[src/rtl/uart_wb_pkg.sv]
package uart_wb_pkg;

    // Widths with a meaning of their own
    typedef logic [7:0]  byte_t;
    typedef logic [31:0] word_t;
    typedef logic [29:0] wb_addr_t;
    typedef logic [7:0]  opcode_t;
    typedef logic [7:0]  rsp_code_t;

    // Command opcodes, first byte from the host
    localparam opcode_t OP_SET_ADDR = 8'h01;
    localparam opcode_t OP_WRITE    = 8'h02;
    localparam opcode_t OP_READ     = 8'h03;

    // Response codes, first byte back to the host
    localparam rsp_code_t RSP_ADDR_OK   = 8'h81;
    localparam rsp_code_t RSP_WRITE_OK  = 8'h82;
    localparam rsp_code_t RSP_READ_DATA = 8'h83;
    localparam rsp_code_t RSP_BUS_ERR   = 8'h8E;

    typedef struct packed {
        opcode_t op;
        word_t   data;
    } cmd_t;

    typedef struct packed {
        rsp_code_t code;
        word_t     data;
    } rsp_t;

    // Register map, word addresses
    localparam wb_addr_t ADDR_LEDS    = 30'd0;
    localparam wb_addr_t ADDR_SCRATCH = 30'd1;
    localparam wb_addr_t ADDR_ID      = 30'd2;

    localparam word_t ID_WORD = 32'h5542_0001;

endpackage

[src/rtl/cmd_decoder.sv]
`timescale 1ns/10ps

module cmd_decoder (
    input  logic               i_clk_12Mhz,
    input  logic               i_rst_n,
    input  logic               i_valid,
    input  uart_wb_pkg::byte_t i_byte,
    input  logic               i_ready,
    output logic               o_valid,
    output uart_wb_pkg::cmd_t  o_cmd
);

    typedef enum logic [1:0] {D_OPCODE, D_PAYLOAD, D_HOLD} dec_state_t;

    dec_state_t        state;
    uart_wb_pkg::cmd_t cmd_q;
    logic [1:0]        byte_cnt;

    assign o_valid = (state == D_HOLD);
    assign o_cmd   = cmd_q;

    always_ff @(posedge i_clk_12Mhz) begin
        if (!i_rst_n) begin
            state    <= D_OPCODE;
            byte_cnt <= '0;
        end else begin
            case (state)
                D_OPCODE: begin
                    if (i_valid) begin
                        cmd_q.op   <= i_byte;
                        cmd_q.data <= '0;
                        byte_cnt   <= '0;
                        case (i_byte)
                            uart_wb_pkg::OP_SET_ADDR,
                            uart_wb_pkg::OP_WRITE:    state <= D_PAYLOAD;
                            uart_wb_pkg::OP_READ:     state <= D_HOLD;
                            // Unknown opcode, stay and wait for the next byte
                            default:                  state <= D_OPCODE;
                        endcase
                    end
                end
                D_PAYLOAD: begin
                    if (i_valid) begin
                        // MSB arrives first
                        cmd_q.data <= {cmd_q.data[23:0], i_byte};
                        byte_cnt   <= byte_cnt + 1'b1;
                        if (byte_cnt == 2'd3) begin
                            state <= D_HOLD;
                        end
                    end
                end
                D_HOLD: begin
                    if (i_ready) begin
                        state <= D_OPCODE;
                    end
                end
                default: state <= D_OPCODE;
            endcase
        end
    end

    a_cmd_stable: assert property (@(posedge i_clk_12Mhz) disable iff (!i_rst_n)
        o_valid && !i_ready |=> o_valid && $stable(o_cmd));

endmodule

[src/rtl/rsp_encoder.sv]
`timescale 1ns/10ps

module rsp_encoder (
    input  logic               i_clk_12Mhz,
    input  logic               i_rst_n,
    input  logic               i_valid,
    input  uart_wb_pkg::rsp_t  i_rsp,
    output logic               o_ready,
    output logic               o_tx_valid,
    output uart_wb_pkg::byte_t o_tx_byte,
    input  logic               i_tx_ready
);

    logic              busy_q;
    uart_wb_pkg::rsp_t shift_q;
    logic [2:0]        sent_q;
    logic [2:0]        last_q;

    assign o_ready    = !busy_q;
    assign o_tx_valid = busy_q;
    // Code byte first, then data MSB first
    assign o_tx_byte  = shift_q.code;

    always_ff @(posedge i_clk_12Mhz) begin
        if (!i_rst_n) begin
            busy_q <= 1'b0;
            sent_q <= '0;
            last_q <= '0;
        end else if (!busy_q) begin
            if (i_valid) begin
                busy_q  <= 1'b1;
                shift_q <= i_rsp;
                sent_q  <= '0;
                // Only read data carries a payload
                last_q  <= (i_rsp.code == uart_wb_pkg::RSP_READ_DATA) ? 3'd4 : 3'd0;
            end
        end else if (i_tx_ready) begin
            shift_q <= {shift_q.data, 8'h00};
            sent_q  <= sent_q + 1'b1;
            if (sent_q == last_q) begin
                busy_q <= 1'b0;
            end
        end
    end

endmodule

[src/rtl/uart_rx.sv]
`timescale 1ns/10ps

module uart_rx #(
    parameter int unsigned CLKS_PER_BIT = 104
) (
    input  logic               i_clk_12Mhz,
    input  logic               i_rst_n,
    input  logic               i_uart_rx,
    output logic               o_valid,
    output uart_wb_pkg::byte_t o_byte
);

    localparam int unsigned CNT_W = $clog2(CLKS_PER_BIT);
    localparam logic [CNT_W-1:0] BIT_LAST = CNT_W'(CLKS_PER_BIT - 1);
    localparam logic [CNT_W-1:0] BIT_HALF = CNT_W'((CLKS_PER_BIT - 1) / 2);

    typedef enum logic [1:0] {R_IDLE, R_START, R_DATA, R_STOP} rx_state_t;

    rx_state_t          state;
    logic               rx_meta;
    logic               rx_sync;
    logic               rx_prev;
    logic [CNT_W-1:0]   clk_cnt;
    logic [2:0]         bit_idx;
    uart_wb_pkg::byte_t shift_q;
    logic               valid_q;

    assign o_valid = valid_q;
    assign o_byte  = shift_q;

    // Line idles high
    always_ff @(posedge i_clk_12Mhz) begin
        if (!i_rst_n) begin
            rx_meta <= 1'b1;
            rx_sync <= 1'b1;
            rx_prev <= 1'b1;
        end else begin
            rx_meta <= i_uart_rx;
            rx_sync <= rx_meta;
            rx_prev <= rx_sync;
        end
    end

    always_ff @(posedge i_clk_12Mhz) begin
        if (!i_rst_n) begin
            state   <= R_IDLE;
            clk_cnt <= '0;
            bit_idx <= '0;
            valid_q <= 1'b0;
        end else begin
            clk_cnt <= clk_cnt + 1'b1;
            valid_q <= 1'b0;
            case (state)
                R_IDLE: begin
                    clk_cnt <= '0;
                    if (rx_prev && !rx_sync) begin
                        state <= R_START;
                    end
                end
                R_START: begin
                    // Glitch check at the middle of the start bit
                    if (clk_cnt == BIT_HALF) begin
                        clk_cnt <= '0;
                        bit_idx <= '0;
                        state   <= rx_sync ? R_IDLE : R_DATA;
                    end
                end
                R_DATA: begin
                    if (clk_cnt == BIT_LAST) begin
                        clk_cnt <= '0;
                        shift_q <= {rx_sync, shift_q[7:1]};
                        bit_idx <= bit_idx + 1'b1;
                        if (bit_idx == 3'd7) begin
                            state <= R_STOP;
                        end
                    end
                end
                R_STOP: begin
                    if (clk_cnt == BIT_LAST) begin
                        // Low stop bit means a framing error, drop it
                        valid_q <= rx_sync;
                        state   <= R_IDLE;
                    end
                end
                default: state <= R_IDLE;
            endcase
        end
    end

endmodule

[src/rtl/uart_tx.sv]
`timescale 1ns/10ps

module uart_tx #(
    parameter int unsigned CLKS_PER_BIT = 104
) (
    input  logic               i_clk_12Mhz,
    input  logic               i_rst_n,
    input  logic               i_valid,
    input  uart_wb_pkg::byte_t i_byte,
    output logic               o_ready,
    output logic               o_uart_tx
);

    localparam int unsigned CNT_W = $clog2(CLKS_PER_BIT);
    localparam logic [CNT_W-1:0] BIT_LAST = CNT_W'(CLKS_PER_BIT - 1);

    typedef enum logic [1:0] {T_IDLE, T_START, T_DATA, T_STOP} tx_state_t;

    tx_state_t          state;
    logic [CNT_W-1:0]   clk_cnt;
    logic [2:0]         bit_idx;
    uart_wb_pkg::byte_t shift_q;
    logic               tx_q;
    logic               bit_end;

    assign bit_end   = (clk_cnt == BIT_LAST);
    assign o_ready   = (state == T_IDLE);
    assign o_uart_tx = tx_q;

    always_ff @(posedge i_clk_12Mhz) begin
        if (!i_rst_n) begin
            state   <= T_IDLE;
            clk_cnt <= '0;
            bit_idx <= '0;
            tx_q    <= 1'b1;
        end else begin
            clk_cnt <= (state == T_IDLE || bit_end) ? '0 : clk_cnt + 1'b1;
            case (state)
                T_IDLE: begin
                    if (i_valid) begin
                        shift_q <= i_byte;
                        tx_q    <= 1'b0;
                        state   <= T_START;
                    end
                end
                T_START: begin
                    if (bit_end) begin
                        tx_q    <= shift_q[0];
                        bit_idx <= '0;
                        state   <= T_DATA;
                    end
                end
                T_DATA: begin
                    // LSB first
                    if (bit_end) begin
                        shift_q <= {1'b0, shift_q[7:1]};
                        bit_idx <= bit_idx + 1'b1;
                        if (bit_idx == 3'd7) begin
                            tx_q  <= 1'b1;
                            state <= T_STOP;
                        end else begin
                            tx_q <= shift_q[1];
                        end
                    end
                end
                T_STOP: begin
                    if (bit_end) begin
                        state <= T_IDLE;
                    end
                end
                default: state <= T_IDLE;
            endcase
        end
    end

endmodule

[src/rtl/uart_wb_bridge.sv]
`timescale 1ns/10ps

module uart_wb_bridge #(
    parameter int unsigned CLKS_PER_BIT = 104
) (
    input  logic               i_clk_12Mhz,
    input  logic               i_rst_n,
    input  logic               i_uart_rx,
    output logic               o_uart_tx,
    output uart_wb_pkg::byte_t o_leds
);

    logic                  rx_valid;
    uart_wb_pkg::byte_t    rx_byte;
    logic                  cmd_valid;
    logic                  cmd_ready;
    uart_wb_pkg::cmd_t     cmd;
    logic                  rsp_valid;
    logic                  rsp_ready;
    uart_wb_pkg::rsp_t     rsp;
    logic                  tx_valid;
    logic                  tx_ready;
    uart_wb_pkg::byte_t    tx_byte;

    // Wishbone between master and slave
    logic                  wb_cyc;
    logic                  wb_stb;
    logic                  wb_we;
    uart_wb_pkg::wb_addr_t wb_addr;
    uart_wb_pkg::word_t    wb_wdata;
    uart_wb_pkg::word_t    wb_rdata;
    logic                  wb_stall;
    logic                  wb_ack;
    logic                  wb_err;

    uart_rx #(
        .CLKS_PER_BIT (CLKS_PER_BIT)
    ) u_uart_rx (
        .i_clk_12Mhz (i_clk_12Mhz),
        .i_rst_n     (i_rst_n),
        .i_uart_rx   (i_uart_rx),
        .o_valid     (rx_valid),
        .o_byte      (rx_byte)
    );

    cmd_decoder u_cmd_decoder (
        .i_clk_12Mhz (i_clk_12Mhz),
        .i_rst_n     (i_rst_n),
        .i_valid     (rx_valid),
        .i_byte      (rx_byte),
        .i_ready     (cmd_ready),
        .o_valid     (cmd_valid),
        .o_cmd       (cmd)
    );

    wb_master u_wb_master (
        .i_clk_12Mhz (i_clk_12Mhz),
        .i_rst_n     (i_rst_n),
        .i_cmd_valid (cmd_valid),
        .i_cmd       (cmd),
        .o_cmd_ready (cmd_ready),
        .o_rsp_valid (rsp_valid),
        .o_rsp       (rsp),
        .i_rsp_ready (rsp_ready),
        .o_wb_cyc    (wb_cyc),
        .o_wb_stb    (wb_stb),
        .o_wb_we     (wb_we),
        .o_wb_addr   (wb_addr),
        .o_wb_data   (wb_wdata),
        .i_wb_stall  (wb_stall),
        .i_wb_ack    (wb_ack),
        .i_wb_err    (wb_err),
        .i_wb_data   (wb_rdata)
    );

    wb_led_slave u_wb_led_slave (
        .i_clk_12Mhz (i_clk_12Mhz),
        .i_rst_n     (i_rst_n),
        .i_wb_cyc    (wb_cyc),
        .i_wb_stb    (wb_stb),
        .i_wb_we     (wb_we),
        .i_wb_addr   (wb_addr),
        .i_wb_data   (wb_wdata),
        .o_wb_stall  (wb_stall),
        .o_wb_ack    (wb_ack),
        .o_wb_err    (wb_err),
        .o_wb_data   (wb_rdata),
        .o_leds      (o_leds)
    );

    rsp_encoder u_rsp_encoder (
        .i_clk_12Mhz (i_clk_12Mhz),
        .i_rst_n     (i_rst_n),
        .i_valid     (rsp_valid),
        .i_rsp       (rsp),
        .o_ready     (rsp_ready),
        .o_tx_valid  (tx_valid),
        .o_tx_byte   (tx_byte),
        .i_tx_ready  (tx_ready)
    );

    uart_tx #(
        .CLKS_PER_BIT (CLKS_PER_BIT)
    ) u_uart_tx (
        .i_clk_12Mhz (i_clk_12Mhz),
        .i_rst_n     (i_rst_n),
        .i_valid     (tx_valid),
        .i_byte      (tx_byte),
        .o_ready     (tx_ready),
        .o_uart_tx   (o_uart_tx)
    );

endmodule

[src/rtl/wb_led_slave.sv]
`timescale 1ns/10ps

module wb_led_slave (
    input  logic                  i_clk_12Mhz,
    input  logic                  i_rst_n,
    input  logic                  i_wb_cyc,
    input  logic                  i_wb_stb,
    input  logic                  i_wb_we,
    input  uart_wb_pkg::wb_addr_t i_wb_addr,
    input  uart_wb_pkg::word_t    i_wb_data,
    output logic                  o_wb_stall,
    output logic                  o_wb_ack,
    output logic                  o_wb_err,
    output uart_wb_pkg::word_t    o_wb_data,
    output uart_wb_pkg::byte_t    o_leds
);

    logic               req;
    logic               ack_q;
    logic               err_q;
    uart_wb_pkg::byte_t leds_q;
    uart_wb_pkg::word_t scratch_q;
    uart_wb_pkg::word_t rdata_q;

    assign req        = i_wb_cyc && i_wb_stb;
    assign o_wb_stall = 1'b0;
    assign o_wb_ack   = ack_q;
    assign o_wb_err   = err_q;
    assign o_wb_data  = rdata_q;
    assign o_leds     = leds_q;

    always_ff @(posedge i_clk_12Mhz) begin
        if (!i_rst_n) begin
            ack_q  <= 1'b0;
            err_q  <= 1'b0;
            leds_q <= '0;
        end else begin
            ack_q <= 1'b0;
            err_q <= 1'b0;
            if (req) begin
                case (i_wb_addr)
                    uart_wb_pkg::ADDR_LEDS: begin
                        ack_q <= 1'b1;
                        if (i_wb_we) begin
                            leds_q <= i_wb_data[7:0];
                        end
                    end
                    uart_wb_pkg::ADDR_SCRATCH: ack_q <= 1'b1;
                    // ID is read only
                    uart_wb_pkg::ADDR_ID: begin
                        ack_q <= !i_wb_we;
                        err_q <= i_wb_we;
                    end
                    default: err_q <= 1'b1;
                endcase
            end
        end
    end

    // Read data lines up with the ack
    always_ff @(posedge i_clk_12Mhz) begin
        if (req) begin
            case (i_wb_addr)
                uart_wb_pkg::ADDR_LEDS:    rdata_q <= {24'h0, leds_q};
                uart_wb_pkg::ADDR_SCRATCH: rdata_q <= scratch_q;
                uart_wb_pkg::ADDR_ID:      rdata_q <= uart_wb_pkg::ID_WORD;
                default:                   rdata_q <= '0;
            endcase
            if (i_wb_we && i_wb_addr == uart_wb_pkg::ADDR_SCRATCH) begin
                scratch_q <= i_wb_data;
            end
        end
    end

    a_ack_err_excl: assert property (@(posedge i_clk_12Mhz) disable iff (!i_rst_n)
        !(o_wb_ack && o_wb_err));

endmodule

[src/rtl/wb_master.sv]
`timescale 1ns/10ps

module wb_master (
    input  logic                  i_clk_12Mhz,
    input  logic                  i_rst_n,
    input  logic                  i_cmd_valid,
    input  uart_wb_pkg::cmd_t     i_cmd,
    output logic                  o_cmd_ready,
    output logic                  o_rsp_valid,
    output uart_wb_pkg::rsp_t     o_rsp,
    input  logic                  i_rsp_ready,
    output logic                  o_wb_cyc,
    output logic                  o_wb_stb,
    output logic                  o_wb_we,
    output uart_wb_pkg::wb_addr_t o_wb_addr,
    output uart_wb_pkg::word_t    o_wb_data,
    input  logic                  i_wb_stall,
    input  logic                  i_wb_ack,
    input  logic                  i_wb_err,
    input  uart_wb_pkg::word_t    i_wb_data
);

    typedef enum logic [1:0] {M_IDLE, M_REQ, M_WAIT, M_RESP} mst_state_t;

    mst_state_t            state;
    uart_wb_pkg::wb_addr_t addr_q;
    uart_wb_pkg::word_t    wdata_q;
    logic                  we_q;
    uart_wb_pkg::rsp_t     rsp_q;

    assign o_cmd_ready = (state == M_IDLE);
    assign o_rsp_valid = (state == M_RESP);
    assign o_rsp       = rsp_q;

    // cyc falls with the ack or err that ends the cycle
    assign o_wb_stb  = (state == M_REQ);
    assign o_wb_cyc  = o_wb_stb || (state == M_WAIT && !i_wb_ack && !i_wb_err);
    assign o_wb_we   = we_q;
    assign o_wb_addr = addr_q;
    assign o_wb_data = wdata_q;

    always_ff @(posedge i_clk_12Mhz) begin
        if (!i_rst_n) begin
            state  <= M_IDLE;
            addr_q <= '0;
        end else begin
            case (state)
                M_IDLE: begin
                    if (i_cmd_valid) begin
                        wdata_q <= i_cmd.data;
                        we_q    <= (i_cmd.op == uart_wb_pkg::OP_WRITE);
                        if (i_cmd.op == uart_wb_pkg::OP_SET_ADDR) begin
                            addr_q <= i_cmd.data[29:0];
                            rsp_q  <= '{code: uart_wb_pkg::RSP_ADDR_OK, data: '0};
                            state  <= M_RESP;
                        end else begin
                            state <= M_REQ;
                        end
                    end
                end
                M_REQ: begin
                    if (!i_wb_stall) begin
                        state <= M_WAIT;
                    end
                end
                M_WAIT: begin
                    if (i_wb_err) begin
                        rsp_q <= '{code: uart_wb_pkg::RSP_BUS_ERR, data: '0};
                        state <= M_RESP;
                    end else if (i_wb_ack) begin
                        rsp_q.code <= we_q ? uart_wb_pkg::RSP_WRITE_OK
                                           : uart_wb_pkg::RSP_READ_DATA;
                        rsp_q.data <= we_q ? '0 : i_wb_data;
                        state      <= M_RESP;
                    end
                end
                M_RESP: begin
                    if (i_rsp_ready) begin
                        state <= M_IDLE;
                    end
                end
                default: state <= M_IDLE;
            endcase
        end
    end

    a_stb_in_cyc: assert property (@(posedge i_clk_12Mhz) disable iff (!i_rst_n)
        o_wb_stb |-> o_wb_cyc);

    // One outstanding request at a time
    a_single_req: assert property (@(posedge i_clk_12Mhz) disable iff (!i_rst_n)
        o_wb_stb && !i_wb_stall |=> (!o_wb_stb until_with (i_wb_ack || i_wb_err)));

endmodule

[config.mk]
export PLATFORM = sky130hd
export DESIGN_NAME = uart_wb_bridge
export DESIGN_NICKNAME = d
export VERILOG_FILES = /design/src/rtl/uart_wb_pkg.sv /design/src/rtl/cmd_decoder.sv /design/src/rtl/rsp_encoder.sv /design/src/rtl/uart_rx.sv /design/src/rtl/uart_tx.sv /design/src/rtl/uart_wb_bridge.sv /design/src/rtl/wb_led_slave.sv /design/src/rtl/wb_master.sv
export SDC_FILE = /design/constraint.sdc
export NUM_CORES = 1
export LEC_CHECK = 0
export BUFFER_PORTS_ARGS = -buffer_cell sky130_fd_sc_hd__buf_2
export CORE_AREA = 2 2 194 120
export DETAILED_ROUTE_END_ITERATION = 10
export DIE_AREA = 0 0 196 122
export GPL_ROUTABILITY_DRIVEN = 0
export GPL_TIMING_DRIVEN = 0
export PLACE_DENSITY = 0.76
export SYNTH_ARGS = -nofsm -noshare
export SYNTH_HDL_FRONTEND = slang
export SYNTH_SLANG_ARGS = --single-unit
[constraint.sdc]
create_clock -name i_clk_12Mhz -period 4.35 [get_ports i_clk_12Mhz]
set_clock_uncertainty 0.05 [all_clocks]
set_input_delay 1.0875 -clock i_clk_12Mhz [delete_from_list [all_inputs] [get_ports i_clk_12Mhz]]
set_output_delay 1.0875 -clock i_clk_12Mhz [all_outputs]
set_load 0.01 [all_outputs]
==> impl_metrics.yaml <==
die:
  die_area_um2: 23900
  core_area_um2: 22400
  num_rows: 43
  start_util_pct: 53.3
  die_w_um: 196
  io_pins: 12
  die_h_um: 122
clock_network:
  cts_resized: 0
  clkLatencyLatePin_ns: 0.54
  cts_num_sinks: 308
  cts_tree: "yes"
  hold_buffers: 0
  cts_max_level: 1
  cts_setup_buffers: 0
  cts_root_buf: "clkbuf_16"
  numCtsBuffers: 27
  cts.clk_slew.worst_paths_ns: 0.06
  clock_path_buffers: 3
timing:
  tightest_slew_ns: 1.12
  post-route-min-period_ns: 3.06
  setup_viol: 0
  holdWs_ns: 0.363
  finalCritPeriodShare_pct: 70.4
  report.final.slew_viol_count: 0
  rsz0062_at_grt: "false"
  timing.slew.headroom_pct: 24.5
  finalHoldViolCount: 0
  max_freq_ghz: 0.327
final_layout:
  insertedDiodeCount: 0
  fin_nets: 900
  drive_above_1_share_pct: 11.9
  syn_to_final_growth_pct: 10.7
  final_util_pct: 59.0
  fillers: 1721
  fin_cells: 1188
grt:
  grt-busiest-layer: "met1"
  grt_use_total_pct: 17.7
  grt-ovfl-total: 0
  met2_usage_pct: 25.4
  grt_pass1_vias: 6079
  grt_pass1_wl_mm: 33.0
  grtUsageMet1_pct: 28.3
  grt_max_degree: 36
  met3_usage_pct: 2.57
  antenna_found_initial: 0
logic_synthesis:
  synth_nets: 859
  async_flop_share_pct: 0
  synth_top_area_share_pct: 57.4
  syn_inst: 834
  synth_edf_count: 228
  synth_cell_types: 55
  yosysTopAreaCell: "edfxtp_1"
  synth-seq-cells: 308
  synth.cell_area_um2: 11900
  synth_area_leaders: "edfxtp_1, dfxtp_1, and2_1, mux2i_1, mux2_2"
  ys_seq_area_share_pct: 70.8
  yosys_warnings: 0
  synth_ff_type: "edfxtp_1"
  syn_area_per_cell_um2: 14.3
drt:
  viasPerCell: 5.36
  vias: 6373
  firstDrtPassIters: 5
  drt_iter0_markers: 623
  drc: 0
  routedWlPerCell_um: 17.4
  ant_nets: 0
  drt-total-wl_mm: 20.7
min_path:
  hp-class: "reg -> reg"
  min_from: "u_uart_rx.rx_meta$_SDFF_PN1_"
  whs_endpoint: "u_uart_rx.rx_sync$_SDFF_PN1_"
  hold_depth: 1
placed_design:
  hpwl_mm: 14.2
  dp.cells: 1138
  port_buffers: 11
run_status:
  outcome: "finished, final reports clean"
setup_path:
  path_class: "in -> reg"
  critPathRequiredTime_ns: 4.47
  r2r-start: "u_wb_master.o_wb_addr[12]$_SDFFE_PN0P_"
  crit_arrival_ns: 3.18
  start_kind: "primary input"
  reg2reg_depth: 4
  crit_path_end_kind: "flop"
  crit_path_max_fanout: 33
  rr_endpoint: "u_wb_led_slave.scratch_q[18]$_DFFE_PP_"
  reg2reg_slack_ns: 1.55
power_and_ir_drop:
  pwr_density_cell_nw_per_um2: 460
  p_leak_nw: 4.77
  totalPowerFinal_mw: 6.08
  peakVddDrop_mv: 0.353
run:
  max_cap_violations: 0
cell usage after synthesis, drive strengths merged, types with 10 or more instances:
library cell  instances
nand2b               11
nor2b                14
o21ai                10
dfxtp                80
a21oi                22
nand2                44
nand3                20
mux2i                48
and2                 92
clkbuf               21
ha                   22
nor3                 20
inv                  18
mux2                 33
buf                  14
nor2                 61
edfxtp              228
per-stage QoR:
step | cell area [um^2] | setup TNS (ns) | setup WS, ns
floorplan | 11900 | 0 | 0.603
global placement | 12300 | -46.75 | -0.826
detailed placement | 12400 | 0 | 0.752
CTS | 13200 | 0 | 0.993
global route | 13200 | 0 | 1.16
finish | 13200 | 0 | 1.29
placed cells by master, fill, tap and decap left out, types with 3 or more instances in the layout:
cell         n
a31oi_1      3
nand3_1     19
inv_1       18
or3_1        3
nand2b_1    11
dfxtp_1     80
edfxtp_1   228
buf_2       16
nand2_1     44
clkbuf_1    27
mux2i_1     48
xor2_1       7
nor3_1      15
nor2_1      59
nand4_1      7
a32oi_1      3
ha_1        21
and3_1       3
and2_1      91
nor2b_1     14
a21oi_1     22
mux2_2      33
xnor2_1      5
buf_1        6
a211oi_1     3
clkinv_1     8
nor3_2       4
nor4_1       9
clkinv_2     4
o21ai_0     10
or4_1        3
clkbuf_16   27
and4b_1      3
registers in the layout (all words and copies together), names as in the netlist, 8 cells and up, named ones only:
name                      count
u_cmd_decoder.o_cmd          40
u_uart_rx.o_byte              8
u_wb_master.o_rsp            35
u_wb_led_slave.o_wb_data     32
u_wb_master.o_wb_addr        30
u_wb_led_slave.scratch_q     32
u_rsp_encoder.o_tx_byte       8
u_wb_led_slave.o_leds         8
u_rsp_encoder.shift_q        32
u_wb_master.o_wb_data        32
u_uart_tx.shift_q             8
logic make-up after synthesis:
kind of cell             count (synthesis)  share of synthesized area [%]
flip-flops                             308                           70.8
buffers and inverters                   53                           1.88
XOR/XNOR                                12                          0.881
AO/OA/AOI/OAI                           56                           3.05
adder cells (fa/ha/maj)                 22                           2.31
multiplexers                            81                           7.14
AND/OR/NAND/NOR                        302                           13.9
critical path, stage by stage:
cell and delay (ns):
buf_2 0.17, clkbuf_1 0.46, buf_1 0.59, and2_2 0.84
where the power goes:
group	internal, mW	total, mW	switching, mW
clock network	1.22	2.23	1.01
registers	3.31	3.36	0.0492
logic	0.169	0.488	0.319
total	4.70	6.08	1.38
how the worst max path moves through the flow:
stage	startpoint	to	slack, ns
2_1_floorplan	i_rst_n	u_rsp_encoder.o_tx_byte[0]$_DFFE_PP_	0.60
4_1_cts	u_wb_master.state[1]$_SDFFE_PN0P_	u_wb_led_slave.scratch_q[18]$_DFFE_PP_	0.99
5_1_grt	i_rst_n	u_wb_master.o_wb_data[4]$_DFFE_PP_	1.16
6_report	i_rst_n	u_wb_master.o_wb_data[19]$_DFFE_PP_	1.29
3_5_place_dp	i_rst_n	u_wb_master.o_wb_data[27]$_DFFE_PP_	0.75
3_3_place_gp	i_rst_n	u_rsp_encoder.shift_q[29]$_DFFE_PP_	-0.83
routing by layer:
layer,vias up,wire [um]
met5,-,0
met4,0,361
met3,31,1110
met2,150,8410
met1,3091,10800
li1,3101,-
cell type report:
class	count	area (um^2)	share of cell area [%]
Sequential cell	308	8450	64.0
Multi-Input combinational cell	473	3280	24.8
Clock buffer	34	712	5.39
Tap cell	292	365	2.77
Buffer	35	156	1.18
Clock inverter	16	108	0.815
Timing Repair Buffer	12	75.1	0.568
Inverter	18	67.6	0.512
Power figures use the tool's default switching activity.
